$ cat config.mk
export PLATFORM = sky130hd
export DESIGN_NAME = event_unit_top
export DESIGN_NICKNAME = d
export VERILOG_FILES = /design/src/eu_core_pkg.sv /design/src/eu_event_pkg.sv /design/src/event_core_unit.sv /design/src/event_unit_top.sv /design/src/hw_barrier_unit.sv /design/src/sw_event_trigger.sv
export VERILOG_INCLUDE_DIRS = /design/src /design/src/src
export SDC_FILE = /design/constraint.sdc
export NUM_CORES = 1
export LEC_CHECK = 0
export ABC_AREA = 1
export BUFFER_PORTS_ARGS = -buffer_cell sky130_fd_sc_hd__buf_2
export CAP_MARGIN = 20
export CORE_ASPECT_RATIO = 0.8
export CORE_MARGIN = 3
export CORE_UTILIZATION = 26
export CTS_CLUSTER_DIAMETER = 150
export DETAILED_ROUTE_END_ITERATION = 10
export PLACE_DENSITY = 0.48
export RECOVER_POWER = 50
export SYNTH_ARGS = -nofsm -noshare
export SYNTH_HDL_FRONTEND = slang
export SYNTH_HIERARCHICAL = 1
export SYNTH_SLANG_ARGS = --single-unit
export TNS_END_PERCENT = 10
$ cat constraint.sdc
create_clock -name clk_i -period 1.05 [get_ports clk_i]
set_input_delay 0.1575 -clock clk_i [delete_from_list [all_inputs] [get_ports clk_i]]
set_output_delay 0.1575 -clock clk_i [all_outputs]
set_load 0.05 [all_outputs]
$ cat src/eu_macros.svh
// Event unit dimensions
`ifndef EU_MACROS_SVH
`define EU_MACROS_SVH

// number of cores served by the event unit
`define EU_NB_CORES 4

// software events, one line each per core
`define EU_NB_SW_EVT 8

// hardware barriers
`define EU_NB_BARR 4

// external lines per core (accelerator, dma, timer)
`define EU_NB_EXT_EVT 4

// width of the mapped per-core event line
`define EU_EVT_W 16

// bit positions inside the event line
`define EU_SW_EVT_LSB 0
`define EU_BARR_EVT_LSB 8
`define EU_EXT_EVT_LSB 12

`endif

$ cat src/eu_core_pkg.sv
// Core side types
`include "eu_macros.svh"

package eu_core_pkg;

  // one bit per core
  typedef logic [`EU_NB_CORES-1:0] core_mask_t;

  // sleep state of a core, clock runs only while active
  typedef enum logic {
    CORE_ACTIVE = 1'b0,
    CORE_SLEEP  = 1'b1
  } core_state_e;

endpackage

$ cat src/eu_event_pkg.sv
// Event line types
`include "eu_macros.svh"

package eu_event_pkg;

  // number of a software event
  typedef logic [$clog2(`EU_NB_SW_EVT)-1:0] sw_evt_id_t;

  // software event pulses seen by one core
  typedef logic [`EU_NB_SW_EVT-1:0] sw_evt_vec_t;

  // number of a hardware barrier
  typedef logic [$clog2(`EU_NB_BARR)-1:0] barr_id_t;

  // barrier release pulses seen by one core, bit b from barrier b
  typedef logic [`EU_NB_BARR-1:0] barr_evt_vec_t;

  // external event levels of one core
  typedef logic [`EU_NB_EXT_EVT-1:0] ext_evt_vec_t;

  // full mapped event line, same layout for buffer and mask
  typedef logic [`EU_EVT_W-1:0] evt_line_t;

endpackage

$ cat src/event_core_unit.sv
// Per-core event unit
`timescale 1ns/1ps
`include "eu_macros.svh"

module event_core_unit
  import eu_event_pkg::*;
  import eu_core_pkg::*;
(
  input  logic          clk_i,
  input  logic          reset_i,

  // event sources for this core
  input  sw_evt_vec_t   sw_events_i,
  input  barr_evt_vec_t barr_events_i,
  input  ext_evt_vec_t  ext_events_i,

  // event mask register write
  input  logic          evt_mask_we_i,
  input  evt_line_t     evt_mask_i,

  // core asks to wait for an event
  input  logic          wait_req_i,

  output logic          core_clock_en_o,
  output evt_line_t     evt_buffer_o
);

  evt_line_t   evt_line;
  evt_line_t   buffer_q;
  evt_line_t   mask_q;
  evt_line_t   pending;
  evt_line_t   clr_mask;
  core_state_e state_q;
  core_state_e state_d;
  logic        consume;
  logic        clk_en_q;

  // map all sources onto one event line
  always_comb begin
    evt_line = '0;
    evt_line[`EU_SW_EVT_LSB +: `EU_NB_SW_EVT]   = sw_events_i;
    evt_line[`EU_BARR_EVT_LSB +: `EU_NB_BARR]   = barr_events_i;
    evt_line[`EU_EXT_EVT_LSB +: `EU_NB_EXT_EVT] = ext_events_i;
  end

  assign pending = buffer_q & mask_q;

  // sleep machine
  always_comb begin
    state_d = state_q;
    consume = 1'b0;
    case (state_q)
      CORE_ACTIVE: begin
        if (wait_req_i) begin
          // something already pending so the core stays awake
          if (pending != '0) begin
            consume = 1'b1;
          end else begin
            state_d = CORE_SLEEP;
          end
        end
      end
      CORE_SLEEP: begin
        if (pending != '0) begin
          consume = 1'b1;
          state_d = CORE_ACTIVE;
        end
      end
      default: begin
        state_d = CORE_ACTIVE;
      end
    endcase
  end

  // consumed bits are the masked ones that woke the core
  assign clr_mask = consume ? pending : '0;

  always_ff @(posedge clk_i) begin
    if (reset_i) begin
      state_q  <= CORE_ACTIVE;
      clk_en_q <= 1'b1;
      buffer_q <= '0;
      mask_q   <= '0;
    end else begin
      state_q  <= state_d;
      clk_en_q <= (state_d == CORE_ACTIVE);
      // a new event wins over the clear of the same bit
      buffer_q <= (buffer_q & ~clr_mask) | evt_line;
      if (evt_mask_we_i) begin
        mask_q <= evt_mask_i;
      end
    end
  end

  assign core_clock_en_o = clk_en_q;
  assign evt_buffer_o    = buffer_q;

  // an active core keeps its clock unless it waits with nothing pending
  a_clk_en_when_active : assert property (
    @(posedge clk_i) disable iff (reset_i)
    core_clock_en_o && !(wait_req_i && (pending == '0)) |=> core_clock_en_o
  );

  // a gated core cannot execute the wait instruction
  a_no_wait_while_asleep : assert property (
    @(posedge clk_i) disable iff (reset_i)
    (state_q == CORE_SLEEP) |-> !wait_req_i
  );

endmodule

$ cat src/event_unit_top.sv
// Event unit top level
`timescale 1ns/1ps
`include "eu_macros.svh"

module event_unit_top
  import eu_event_pkg::*;
  import eu_core_pkg::*;
(
  input  logic                                clk_i,
  input  logic                                reset_i,

  // software event triggers
  input  core_mask_t                          sw_evt_valid_i,
  input  sw_evt_id_t    [`EU_NB_CORES-1:0]    sw_evt_id_i,
  input  core_mask_t    [`EU_NB_CORES-1:0]    sw_evt_mask_i,

  // barrier configuration
  input  logic                                cfg_we_i,
  input  barr_id_t                            cfg_barr_id_i,
  input  core_mask_t                          cfg_part_mask_i,
  input  core_mask_t                          cfg_target_mask_i,

  // barrier arrivals
  input  core_mask_t                          barr_arrive_i,
  input  barr_id_t      [`EU_NB_CORES-1:0]    barr_id_i,

  // per-core inputs
  input  ext_evt_vec_t  [`EU_NB_CORES-1:0]    ext_events_i,
  input  core_mask_t                          evt_mask_we_i,
  input  evt_line_t     [`EU_NB_CORES-1:0]    evt_mask_i,
  input  core_mask_t                          wait_req_i,

  output core_mask_t                          core_clock_en_o,
  output evt_line_t     [`EU_NB_CORES-1:0]    evt_buffer_o
);

  sw_evt_vec_t   [`EU_NB_CORES-1:0] sw_events;
  // release pulses, per barrier and then per core
  core_mask_t    [`EU_NB_BARR-1:0]  barr_release;
  barr_evt_vec_t [`EU_NB_CORES-1:0] barr_events;

  sw_event_trigger sw_event_trigger_i (
    .clk_i          ( clk_i          ),
    .reset_i        ( reset_i        ),
    .sw_evt_valid_i ( sw_evt_valid_i ),
    .sw_evt_id_i    ( sw_evt_id_i    ),
    .sw_evt_mask_i  ( sw_evt_mask_i  ),
    .sw_events_o    ( sw_events      )
  );

  for (genvar b = 0; b < `EU_NB_BARR; b++) begin : g_barr
    hw_barrier_unit #(
      .BARR_IDX ( b )
    ) hw_barrier_unit_i (
      .clk_i             ( clk_i             ),
      .reset_i           ( reset_i           ),
      .cfg_we_i          ( cfg_we_i          ),
      .cfg_barr_id_i     ( cfg_barr_id_i     ),
      .cfg_part_mask_i   ( cfg_part_mask_i   ),
      .cfg_target_mask_i ( cfg_target_mask_i ),
      .barr_arrive_i     ( barr_arrive_i     ),
      .barr_id_i         ( barr_id_i         ),
      .barr_event_o      ( barr_release[b]   )
    );
  end

  for (genvar c = 0; c < `EU_NB_CORES; c++) begin : g_core
    // bit b of each core comes from barrier b
    for (genvar b = 0; b < `EU_NB_BARR; b++) begin : g_regroup
      assign barr_events[c][b] = barr_release[b][c];
    end

    event_core_unit event_core_unit_i (
      .clk_i           ( clk_i              ),
      .reset_i         ( reset_i            ),
      .sw_events_i     ( sw_events[c]       ),
      .barr_events_i   ( barr_events[c]     ),
      .ext_events_i    ( ext_events_i[c]    ),
      .evt_mask_we_i   ( evt_mask_we_i[c]   ),
      .evt_mask_i      ( evt_mask_i[c]      ),
      .wait_req_i      ( wait_req_i[c]      ),
      .core_clock_en_o ( core_clock_en_o[c] ),
      .evt_buffer_o    ( evt_buffer_o[c]    )
    );
  end

endmodule

$ cat src/hw_barrier_unit.sv
// Hardware barrier
`timescale 1ns/1ps
`include "eu_macros.svh"

module hw_barrier_unit
  import eu_event_pkg::*;
  import eu_core_pkg::*;
#(
  parameter int BARR_IDX = 0
)
(
  input  logic                           clk_i,
  input  logic                           reset_i,

  // configuration write shared by all barriers
  input  logic                           cfg_we_i,
  input  barr_id_t                       cfg_barr_id_i,
  input  core_mask_t                     cfg_part_mask_i,
  input  core_mask_t                     cfg_target_mask_i,

  // arrivals from all cores
  input  core_mask_t                     barr_arrive_i,
  input  barr_id_t   [`EU_NB_CORES-1:0]  barr_id_i,

  // release pulse towards target cores
  output core_mask_t                     barr_event_o
);

  core_mask_t part_mask_q;
  core_mask_t target_mask_q;
  core_mask_t arrived_q;
  core_mask_t arrived_nxt;
  core_mask_t arrive_hit;
  core_mask_t release_q;
  logic       cfg_hit;
  logic       barr_done;

  assign cfg_hit = cfg_we_i && (cfg_barr_id_i == barr_id_t'(BARR_IDX));

  // keep only arrivals addressed to this barrier
  always_comb begin
    for (int c = 0; c < `EU_NB_CORES; c++) begin
      arrive_hit[c] = barr_arrive_i[c] && (barr_id_i[c] == barr_id_t'(BARR_IDX));
    end
  end

  // non-participants are dropped so they cannot block completion
  assign arrived_nxt = arrived_q | (arrive_hit & part_mask_q);

  // an unconfigured barrier never fires
  assign barr_done = (part_mask_q != '0) && (arrived_nxt == part_mask_q);

  always_ff @(posedge clk_i) begin
    if (reset_i) begin
      part_mask_q   <= '0;
      target_mask_q <= '0;
      arrived_q     <= '0;
      release_q     <= '0;
    end else begin
      release_q <= '0;
      if (cfg_hit) begin
        // reconfiguration restarts the barrier
        part_mask_q   <= cfg_part_mask_i;
        target_mask_q <= cfg_target_mask_i;
        arrived_q     <= '0;
      end else if (barr_done) begin
        arrived_q <= '0;
        release_q <= target_mask_q;
      end else begin
        arrived_q <= arrived_nxt;
      end
    end
  end

  assign barr_event_o = release_q;

  // arrived stays a proper subset of the participants since a full set is released at once
  a_arrived_in_part : assert property (
    @(posedge clk_i) disable iff (reset_i)
    ((arrived_q & ~part_mask_q) == '0) &&
    ((part_mask_q == '0) || (arrived_q != part_mask_q))
  );

endmodule

$ cat src/sw_event_trigger.sv
// Software event trigger
`timescale 1ns/1ps
`include "eu_macros.svh"

module sw_event_trigger
  import eu_event_pkg::*;
  import eu_core_pkg::*;
(
  input  logic                                clk_i,
  input  logic                                reset_i,

  // one trigger strobe per source core
  input  core_mask_t                          sw_evt_valid_i,
  input  sw_evt_id_t  [`EU_NB_CORES-1:0]      sw_evt_id_i,
  input  core_mask_t  [`EU_NB_CORES-1:0]      sw_evt_mask_i,

  // event pulses per target core
  output sw_evt_vec_t [`EU_NB_CORES-1:0]      sw_events_o
);

  // matrix of target core by event number
  sw_evt_vec_t [`EU_NB_CORES-1:0] evt_matrix_d;
  sw_evt_vec_t [`EU_NB_CORES-1:0] evt_matrix_q;

  // every source may hit any target, results are ORed together
  always_comb begin
    evt_matrix_d = '0;
    for (int src = 0; src < `EU_NB_CORES; src++) begin
      if (sw_evt_valid_i[src]) begin
        for (int tgt = 0; tgt < `EU_NB_CORES; tgt++) begin
          if (sw_evt_mask_i[src][tgt]) begin
            evt_matrix_d[tgt][sw_evt_id_i[src]] = 1'b1;
          end
        end
      end
    end
  end

  // strobes last one cycle, so the registered matrix gives one-cycle pulses
  always_ff @(posedge clk_i) begin
    if (reset_i) begin
      evt_matrix_q <= '0;
    end else begin
      evt_matrix_q <= evt_matrix_d;
    end
  end

  assign sw_events_o = evt_matrix_q;

endmodule

==> results of run 1 <==
-- final cells by class --
type / count / share of cell area
tap: 536 / 0.0383
sequential: 232 / 0.280
clock buffer: 40 / 0.0472
clock inverter: 9 / 0.00443
timing repair buffer: 552 / 0.289
multi-input combinational: 1041 / 0.300
inverter: 189 / 0.0413
-- power groups by stage --
stage          Sequential (W)  Clock, W  Combinational [W]
3_3_place_gp          0.00955         0            0.00400
3_5_place_dp          0.00956         0            0.00402
6_report              0.00943   0.00944            0.00490
5_1_grt               0.00948    0.0102            0.00531
4_1_cts               0.00941   0.00982            0.00473
2_1_floorplan          0.0100         0            0.00166
-- metrics by stage --
stage | util | cell area (sq um) | hold slack, ns
finish | 0.441 | 17500 | 0.0457
global route | 0.441 | 17500 | 0.0355
CTS | 0.434 | 17200 | 0.00379
detailed placement | 0.362 | 14400 | 0.388
global placement | 0.362 | 14400 | 0.383
floorplan | - | 10800 | 0.230
-- critical path: cells and delay by family (launching register included) --
| kind | cells | cell delay (ns) |
|---|---|---|
| flip-flops | 1 | 0.36 |
| buffers and inverters | 2 | 0.21 |
| AO/OA/AOI/OAI | 1 | 0.14 |
| AND/OR/NAND/NOR | 7 | 0.53 |
-- what timing repair did --
| action | CTS | global route |
|---|---|---|
| buffers inserted | 2 | 1 |
| endpoints found under the hold margin | 116 | 0 |
| pin swaps | 11 | 42 |
| hold buffers | 94 | 0 |
| setup endpoints to repair | 166 | 170 |
| gates resized for setup | 305 | 98 |
-- final timing paths --
kind | start | endpoint | slack [ns] | depth (start not counted)
setup / recovery | g_core[1].event_core_unit_i/evt_buffer_o[14]$_SDFF_PP0_ | g_core[1].event_core_unit_i/evt_buffer_o[14]$_SDFF_PP0_ | -0.26 | 10
hold / removal | barr_arrive_i[1] | g_barr[2].hw_barrier_unit_i/arrived_q[1]$_SDFF_PP0_ | 0.05 | 3
setup reg to reg | g_core[1].event_core_unit_i/evt_buffer_o[14]$_SDFF_PP0_ | g_core[1].event_core_unit_i/evt_buffer_o[14]$_SDFF_PP0_ | -0.26 | 10
hold reg to reg | sw_event_trigger_i/sw_events_o[24]$_SDFF_PP0_ | g_core[3].event_core_unit_i/evt_buffer_o[0]$_SDFF_PP0_ | 0.41 | 2
-- cell families (layout without fill, tap and decap cells) --
group | count (synthesis) | in the layout | synth area share
AO/OA/AOI/OAI | 175 | 175 | 0.0949
buffers and inverters | 238 | 790 | 0.0967
AND/OR/NAND/NOR | 866 | 866 | 0.367
flip-flops | 232 | 232 | 0.441
-- flip-flops by register name, indices dropped and copies added (netlist names) --
signal / flops
g_barr.hw_barrier_unit_i/arrived_q: 16
g_barr.hw_barrier_unit_i/barr_event_o: 16
g_barr.hw_barrier_unit_i/part_mask_q: 16
g_barr.hw_barrier_unit_i/target_mask_q: 16
g_core.event_core_unit_i/core_clock_en_o: 4
g_core.event_core_unit_i/evt_buffer_o: 64
g_core.event_core_unit_i/mask_q: 64
g_core.event_core_unit_i/state_q: 4
sw_event_trigger_i/sw_events_o: 32
-- routing by layer --
metal / wire, um / GRT usage
met2: 17300 / 0.287
met1: 18200 / 0.242
met4: 768 / 0.0369
met5: 0 / 0
met3: 1760 / 0.0256
-- cells in the final DEF, fill, tap and decap left out, types with 2 or more instances in the layout --
cell,instances
nand2_4,4
a21oi_2,33
nand3b_1,4
nand4_1,10
o21ai_0,70
clkinvlp_4,3
inv_2,15
dfxtp_2,11
buf_12,25
buf_8,63
dfxtp_4,64
or2_1,6
clkbuf_8,6
buf_2,135
o21ai_1,2
buf_4,146
a31oi_1,4
a211oi_1,18
nand3_1,130
a41oi_1,2
dfxtp_1,157
clkbuf_1,17
nand2_1,277
clkinv_2,5
nand4_4,2
a211oi_2,2
buf_6,71
nor2_4,9
nor2_2,23
a21oi_1,43
clkbuf_4,5
nor2_1,285
dlygate4sd3_1,94
nand3_2,57
inv_1,172
clkbuf_16,29
nand2_2,58
==> reports/metrics.csv, run 1 <==
stage,metric,value,unit
logic_synthesis,Post-Syn Area,0.0105,sq mm
logic_synthesis,Mapped Cells,1511,
critical_path,Worst path max stage delay,0.36,ns
pwr,P_leak,7.87,nW
logic_synthesis,register bit total from synthesis,232,
detailed_routing,starting DRC count in detailed routing,612,
pwr,Clock power frac,0.397,
sta,Final period util,1.25,
logic_synthesis,top-count cell post-synth,nand2_1,
cts,CTS tree,done,
logic_synthesis,"top cells by count, synth","325 x nand2_1, 288 x nor2_1, 232 x dfxtp_1",
cells_and_area,Fillers,3996,
cts,worst skew pair latency,0.53,ns
detailed_routing,vias post-DR,11400,
detailed_routing,Total Routed Length,38000,um
pwr,total power,0.0238,W
critical_path,Critical Path AT,1.77,ns
logic_synthesis,asr flop ratio synth,0,
floorplanning,die width,231,um
detailed_routing,# DRC,0,
critical_path,"critical path fanouts, max",8,
floorplanning,row cnt,65,
sta,Least-Margin Pin Slew,0.536,ns
critical_path,worst-path cell chain,"nand2_2, nand2_1, inv_1, nand2_2, nor2_4, nand2_4, buf_8, nand3_2, nand2_2, a21oi_2",
logic_synthesis,syn nets,1656,
cts,CTS sink cnt,232,
sta,Final setup viols,165,
pwr,NetSw,0.00666,W
detailed_routing,Vias/cell,4.37,
min_path,hold crit path type,input pin to register,
detailed_routing,DRT antenna net count,0,
place,DP Worst Slack,-0.233,ns
logic_synthesis,synth unique cells,30,
outcome,failing checks,negative setup slack,
logic_synthesis,"EDFF count, synth",0,
critical_path,WP data required,1.50,ns
sta,RSZ-0062 raised after global routing,true,
cells_and_area,register area,0.00490,sq mm
logic_synthesis,Area contributors post-synth,"dfxtp_1 44%, nand2_1 12%, nor2_1 10%",
sta,Final Hold Fails,0,
detailed_routing,drt pass-1 iters,6,
critical_path,CP max stage cell,dfxtp_4,
cts,CTS Buf Count,27,
pwr,Logic pwr share,0.206,
pwr,Cell Pwr Density,1360,mW/mm^2
sta,Slew Limit Fails,0,
global_route,first-pass GRT wire length,60300,um
floorplanning,Die Height,186,um
cts,CTS max path bufs,3,
place,Port Buf Inserts,212,
cells_and_area,ant diodes,0,
cells_and_area,layout cells sized above 1,0.373,
floorplanning,core area,0.0397,sq mm
cts,"Reg clk slew, reported paths",0.06,ns
sta,min setup slack post-route,-0.264,ns
logic_synthesis,Synth Flop Type,dfxtp_1,
global_route,initial antenna violation count,0,
detailed_routing,routed length per instance,14.6,um
global_route,Total GRT Usage,0.174,
sta,fmax,761,MHz
sta,setup TNS,-29.02,ns
run,Max Cap Viol,0,
logic_synthesis,Synthesis Warnings,6,
global_route,number of global-route vias before repair,11500,
sta,final clock skew,0.0102,ns
cells_and_area,Nets,2188,
cells_and_area,multi-input logic area,0.00526,sq mm
cts,Root Buffer,clkbuf_16,
global_route,largest net degree at the start of global routing,30,
pwr,share of power burned in registers,0.397,
logic_synthesis,"Seq/Total Area, Yosys",0.441,
place,number of placed cells counting well taps,2453,
pwr,Max IR drop VDD,1150,uV
floorplanning,io pins,213,
global_route,grt ovf,0,
sta,min Tclk post-route,1.31,ns
cells_and_area,Area Growth Syn to Fin,66.2,%
critical_path,critical path endpoint category,register,
place,Final GP Congestion,0.911,
place,half-perimeter wire length after detailed placement,27600,um
cells_and_area,Non-Filler Instances,2599,
outcome,status,finished with violations,
logic_synthesis,cell taking the most area after synthesis,dfxtp_1,
floorplanning,total die area,0.0430,sq mm
sta,relative slew slack,0.642,
pwr,switching portion of total power,0.280,
logic_synthesis,syn avg cell area,6.97,sq um
logic_synthesis,Yosys top cell area share,0.441,
floorplanning,Initial Utilization,0.265,
critical_path,crit path launch type,register,
cts,H-tree levels,1,
critical_path,CP Class,register to register,
critical_path,most frequent CP cell,nand2_2,
pwr,Int Pwr,0.0171,W
Power figures use the tool's default switching activity.
==> run 2: changes to the inputs <==
--- a/config.mk
+++ b/config.mk
@@ -6,15 +6,13 @@
 export SDC_FILE = /design/constraint.sdc
 export NUM_CORES = 1
 export LEC_CHECK = 0
-export ABC_AREA = 1
 export BUFFER_PORTS_ARGS = -buffer_cell sky130_fd_sc_hd__buf_2
 export CAP_MARGIN = 20
 export CORE_ASPECT_RATIO = 0.8
 export CORE_MARGIN = 3
 export CORE_UTILIZATION = 26
-export CTS_CLUSTER_DIAMETER = 150
 export DETAILED_ROUTE_END_ITERATION = 10
-export PLACE_DENSITY = 0.48
+export PLACE_DENSITY = 0.49
 export RECOVER_POWER = 50
 export SYNTH_ARGS = -nofsm -noshare
 export SYNTH_HDL_FRONTEND = slang
==> run 2 against run 1 <==
Compared with the run above:
- the flow still finishes with violations (negative setup slack)
- wire length decreased by 7.6%
- final area down 8.0%
- critical path depth fell by 5
- power decreased by 2.1%
- sequential power grew 0.5%
- final cell count shrank 23%
- sequential cell count is the same
- count of clock-buffer cells in the layout down 6
- largest power group unchanged
==> reports/metrics.csv, run 2 <==
stage,metric,value,unit
pwr,Max IR drop VDD,1080,uV
logic_synthesis,register bit total from synthesis,232,
critical_path,WP data required,1.50,ns
logic_synthesis,"EDFF count, synth",0,
pwr,Clock power frac,0.411,
floorplanning,total die area,0.0407,sq mm
floorplanning,Initial Utilization,0.266,
cts,"Reg clk slew, reported paths",0.06,ns
global_route,largest net degree at the start of global routing,24,
logic_synthesis,Post-Syn Area,0.00997,sq mm
logic_synthesis,largest family of logic cells by synthesized area,simple AND/OR/NAND/NOR gates,
cts,# Post-CTS Setup Buffers,0,
cells_and_area,"commonest non-fill, non-tap cells in the layout","181 x nor2_1, 158 x buf_4, 152 x dfxtp_1",
floorplanning,core area,0.0374,sq mm
detailed_routing,drt pass-1 iters,7,
logic_synthesis,syn nets,1155,
sta,Final setup viols,220,
pwr,Cell Pwr Density,1440,mW/mm^2
detailed_routing,Total Routed Length,35100,um
outcome,failing checks,negative setup slack,
detailed_routing,starting DRC count in detailed routing,598,
logic_synthesis,"top cells by count, synth","232 x dfxtp_1, 181 x nor2_1, 85 x mux2i_1",
min_path,Hold Crit Depth,4,
global_route,number of global-route vias before repair,9535,
sta,Final Hold Fails,0,
detailed_routing,Vias/cell,4.75,
logic_synthesis,mux cell area share after synthesis,0.0854,
logic_synthesis,Mapped Cells,1010,
sta,final clock skew,0.0183,ns
detailed_routing,# DRC,0,
logic_synthesis,asr flop ratio synth,0,
min_path,WHS Endpoint,g_core[2].event_core_unit_i/state_q$_SDFF_PP0_,
sta,Least-Margin Pin Slew,0.389,ns
global_route,Total GRT Usage,0.165,
cts,H-tree levels,1,
cells_and_area,"commonest non-fill, non-tap cell in the layout",nor2_1,
critical_path,reg-to-reg critical path startpoint,g_barr[3].hw_barrier_unit_i/part_mask_q[1]$_SDFFE_PP0P_,
pwr,NetSw,0.00615,W
run,Max Cap Viol,0,
place,Final GP Congestion,0.897,
place,Port Buf Inserts,212,
critical_path,critical path endpoint category,register,
sta,Slew Limit Fails,0,
cells_and_area,Fillers,3589,
cts,CTS Buf Count,26,
floorplanning,row cnt,63,
outcome,status,finished with violations,
logic_synthesis,Post-Synth XOR/XNOR Area,0,
floorplanning,Die Height,181,um
logic_synthesis,synth unique cells,40,
logic_synthesis,Synthesis Warnings,6,
cts,CTS max path bufs,3,
sta,RSZ-0062 raised after global routing,true,
critical_path,Critical Path AT,1.93,ns
cts,Root Buffer,clkbuf_16,
logic_synthesis,syn avg cell area,9.87,sq um
cells_and_area,Nets,1644,
critical_path,"critical path fanouts, max",5,
detailed_routing,vias post-DR,9543,
floorplanning,io pins,213,
pwr,Logic pwr share,0.181,
detailed_routing,DRT antenna net count,0,
critical_path,RR Endpoint,g_barr[3].hw_barrier_unit_i/barr_event_o[1]$_SDFF_PP0_,
cts,CTS sink cnt,232,
global_route,first-pass GRT wire length,53800,um
pwr,switching portion of total power,0.264,
logic_synthesis,Synth Area in Compound Gates,0.197,
logic_synthesis,top-count cell post-synth,dfxtp_1,
sta,Final period util,1.41,
cells_and_area,layout cells sized above 1,0.423,
logic_synthesis,Area contributors post-synth,"dfxtp_1 47%, mux2i_1 8.5%, nor2_1 6.8%",
detailed_routing,routed length per instance,17.5,um
min_path,hold crit path type,input pin to register,
sta,relative slew slack,0.741,
pwr,total power,0.0233,W
pwr,P_leak,6.78,nW
sta,min Tclk post-route,1.48,ns
place,half-perimeter wire length after detailed placement,25400,um
critical_path,CP Class,register to register,
sta,fmax,675,MHz
min_path,Worst Min Path Start,wait_req_i[2],
cells_and_area,Area Growth Syn to Fin,61.7,%
cts,worst skew pair latency,0.54,ns
logic_synthesis,cell taking the most area after synthesis,dfxtp_1,
logic_synthesis,Synth Flop Type,dfxtp_1,
sta,min setup slack post-route,-0.431,ns
critical_path,crit path launch type,register,
floorplanning,die width,225,um
global_route,initial antenna violation count,10,
logic_synthesis,"Seq/Total Area, Yosys",0.466,
logic_synthesis,Yosys top cell area share,0.466,
pwr,Int Pwr,0.0171,W
pwr,share of power burned in registers,0.407,
critical_path,R2R Setup Slk,-0.43,ns
critical_path,number of cells on the worst reg-to-reg path,5,
global_route,grt ovf,0,
sta,hold slack final,0.0423,ns
logic_synthesis,synthesized-area fraction occupied by adder cells,0,
logic_synthesis,Synth Area in Simple Gates,0.216,
cts,CTS tree,done,
==> run 2: power groups by stage <==
stage               clock (W)  combinational [W]  sequential (W)
finish                0.00957            0.00422         0.00948
global route           0.0103            0.00453         0.00952
CTS                   0.00997            0.00407         0.00945
detailed placement          0            0.00350         0.00961
global placement            0            0.00347         0.00961
floorplan                   0            0.00147          0.0100
==> run 2: worst max path at each step <==
stage / slack, ns / cells after the start / end / from
finish: -0.43 / 5 / g_barr[3].hw_barrier_unit_i/barr_event_o[1]$_SDFF_PP0_ / g_barr[3].hw_barrier_unit_i/part_mask_q[1]$_SDFFE_PP0P_
CTS: -0.44 / 6 / g_core[0].event_core_unit_i/evt_buffer_o[5]$_SDFF_PP0_ / g_core[0].event_core_unit_i/mask_q[2]$_SDFFE_PP0P_
global placement: -0.56 / 6 / g_barr[2].hw_barrier_unit_i/barr_event_o[3]$_SDFF_PP0_ / barr_id_i[3]
floorplan: -0.48 / 4 / g_core[0].event_core_unit_i/core_clock_en_o$_SDFF_PP1_ / g_core[0].event_core_unit_i/evt_buffer_o[2]$_SDFF_PP0_
detailed placement: -0.55 / 6 / g_barr[0].hw_barrier_unit_i/barr_event_o[1]$_SDFF_PP0_ / barr_id_i[3]
global route: -0.50 / 5 / g_core[1].event_core_unit_i/evt_buffer_o[3]$_SDFF_PP0_ / g_core[1].event_core_unit_i/evt_buffer_o[2]$_SDFF_PP0_
==> run 2: metrics by stage <==
| stage | instances | setup TNS (ns) | instance area [sq um] | setup WS, ns | utilization |
|---|---|---|---|---|---|
| after floorplan | 1010 | -32.50 | 10100 | -0.482 | - |
| after global placement | 1868 | -42.82 | 13200 | -0.563 | 0.354 |
| after detailed placement | 1868 | -44.81 | 13200 | -0.553 | 0.354 |
| after CTS | 2004 | -54.65 | 15800 | -0.438 | 0.421 |
| after global routing | 2008 | -68.50 | 16100 | -0.497 | 0.430 |
| final | 2009 | -52.95 | 16100 | -0.431 | 0.430 |
==> run 2: final cells by class <==
| type | instances | area, sq um | share of cell area |
|---|---|---|---|
| inverters | 14 | 52.6 | 0.00326 |
| well taps | 487 | 609 | 0.0378 |
| multi-input cells | 704 | 5220 | 0.324 |
| diodes | 5 | 12.5 | 0.000777 |
| clock inverters | 12 | 166 | 0.0103 |
| flip-flops and latches | 232 | 4790 | 0.297 |
| clock buffers | 34 | 732 | 0.0454 |
| repair buffers | 521 | 4520 | 0.281 |
==> run 2: worst max-delay path, cell delays in order, from the launching register on <==
cell,delay (ns)
dfxtp_2,0.33
nor2b_1,0.13
a222oi_1,0.35
and4_1,0.26
buf_4,0.14
and3_1,0.20
==> run 2: cell families after synthesis <==
family	Yosys count
AO/OA/AOI/OAI	232
buffers and inverters	74
flip-flops	232
multiplexers	85
AND/OR/NAND/NOR	387
==> run 2: per-layer routing <==
metal | share of wire | up-vias | track usage
li1 | - | 4709 | -
met1 | 0.47 | 4498 | 0.234
met2 | 0.44 | 268 | 0.257
met3 | 0.061 | 58 | 0.0395
met4 | 0.020 | 10 | 0.0338
met5 | 0.0019 | - | 0
==> run 2: repair_timing <==
action / in CTS / in global routing
resized for setup: 225 / 86
hold buffers: 90 / 0
pin swaps: 21 / 8
setup endpoints to repair: 172 / 203
endpoints found under the hold margin: 112 / 0
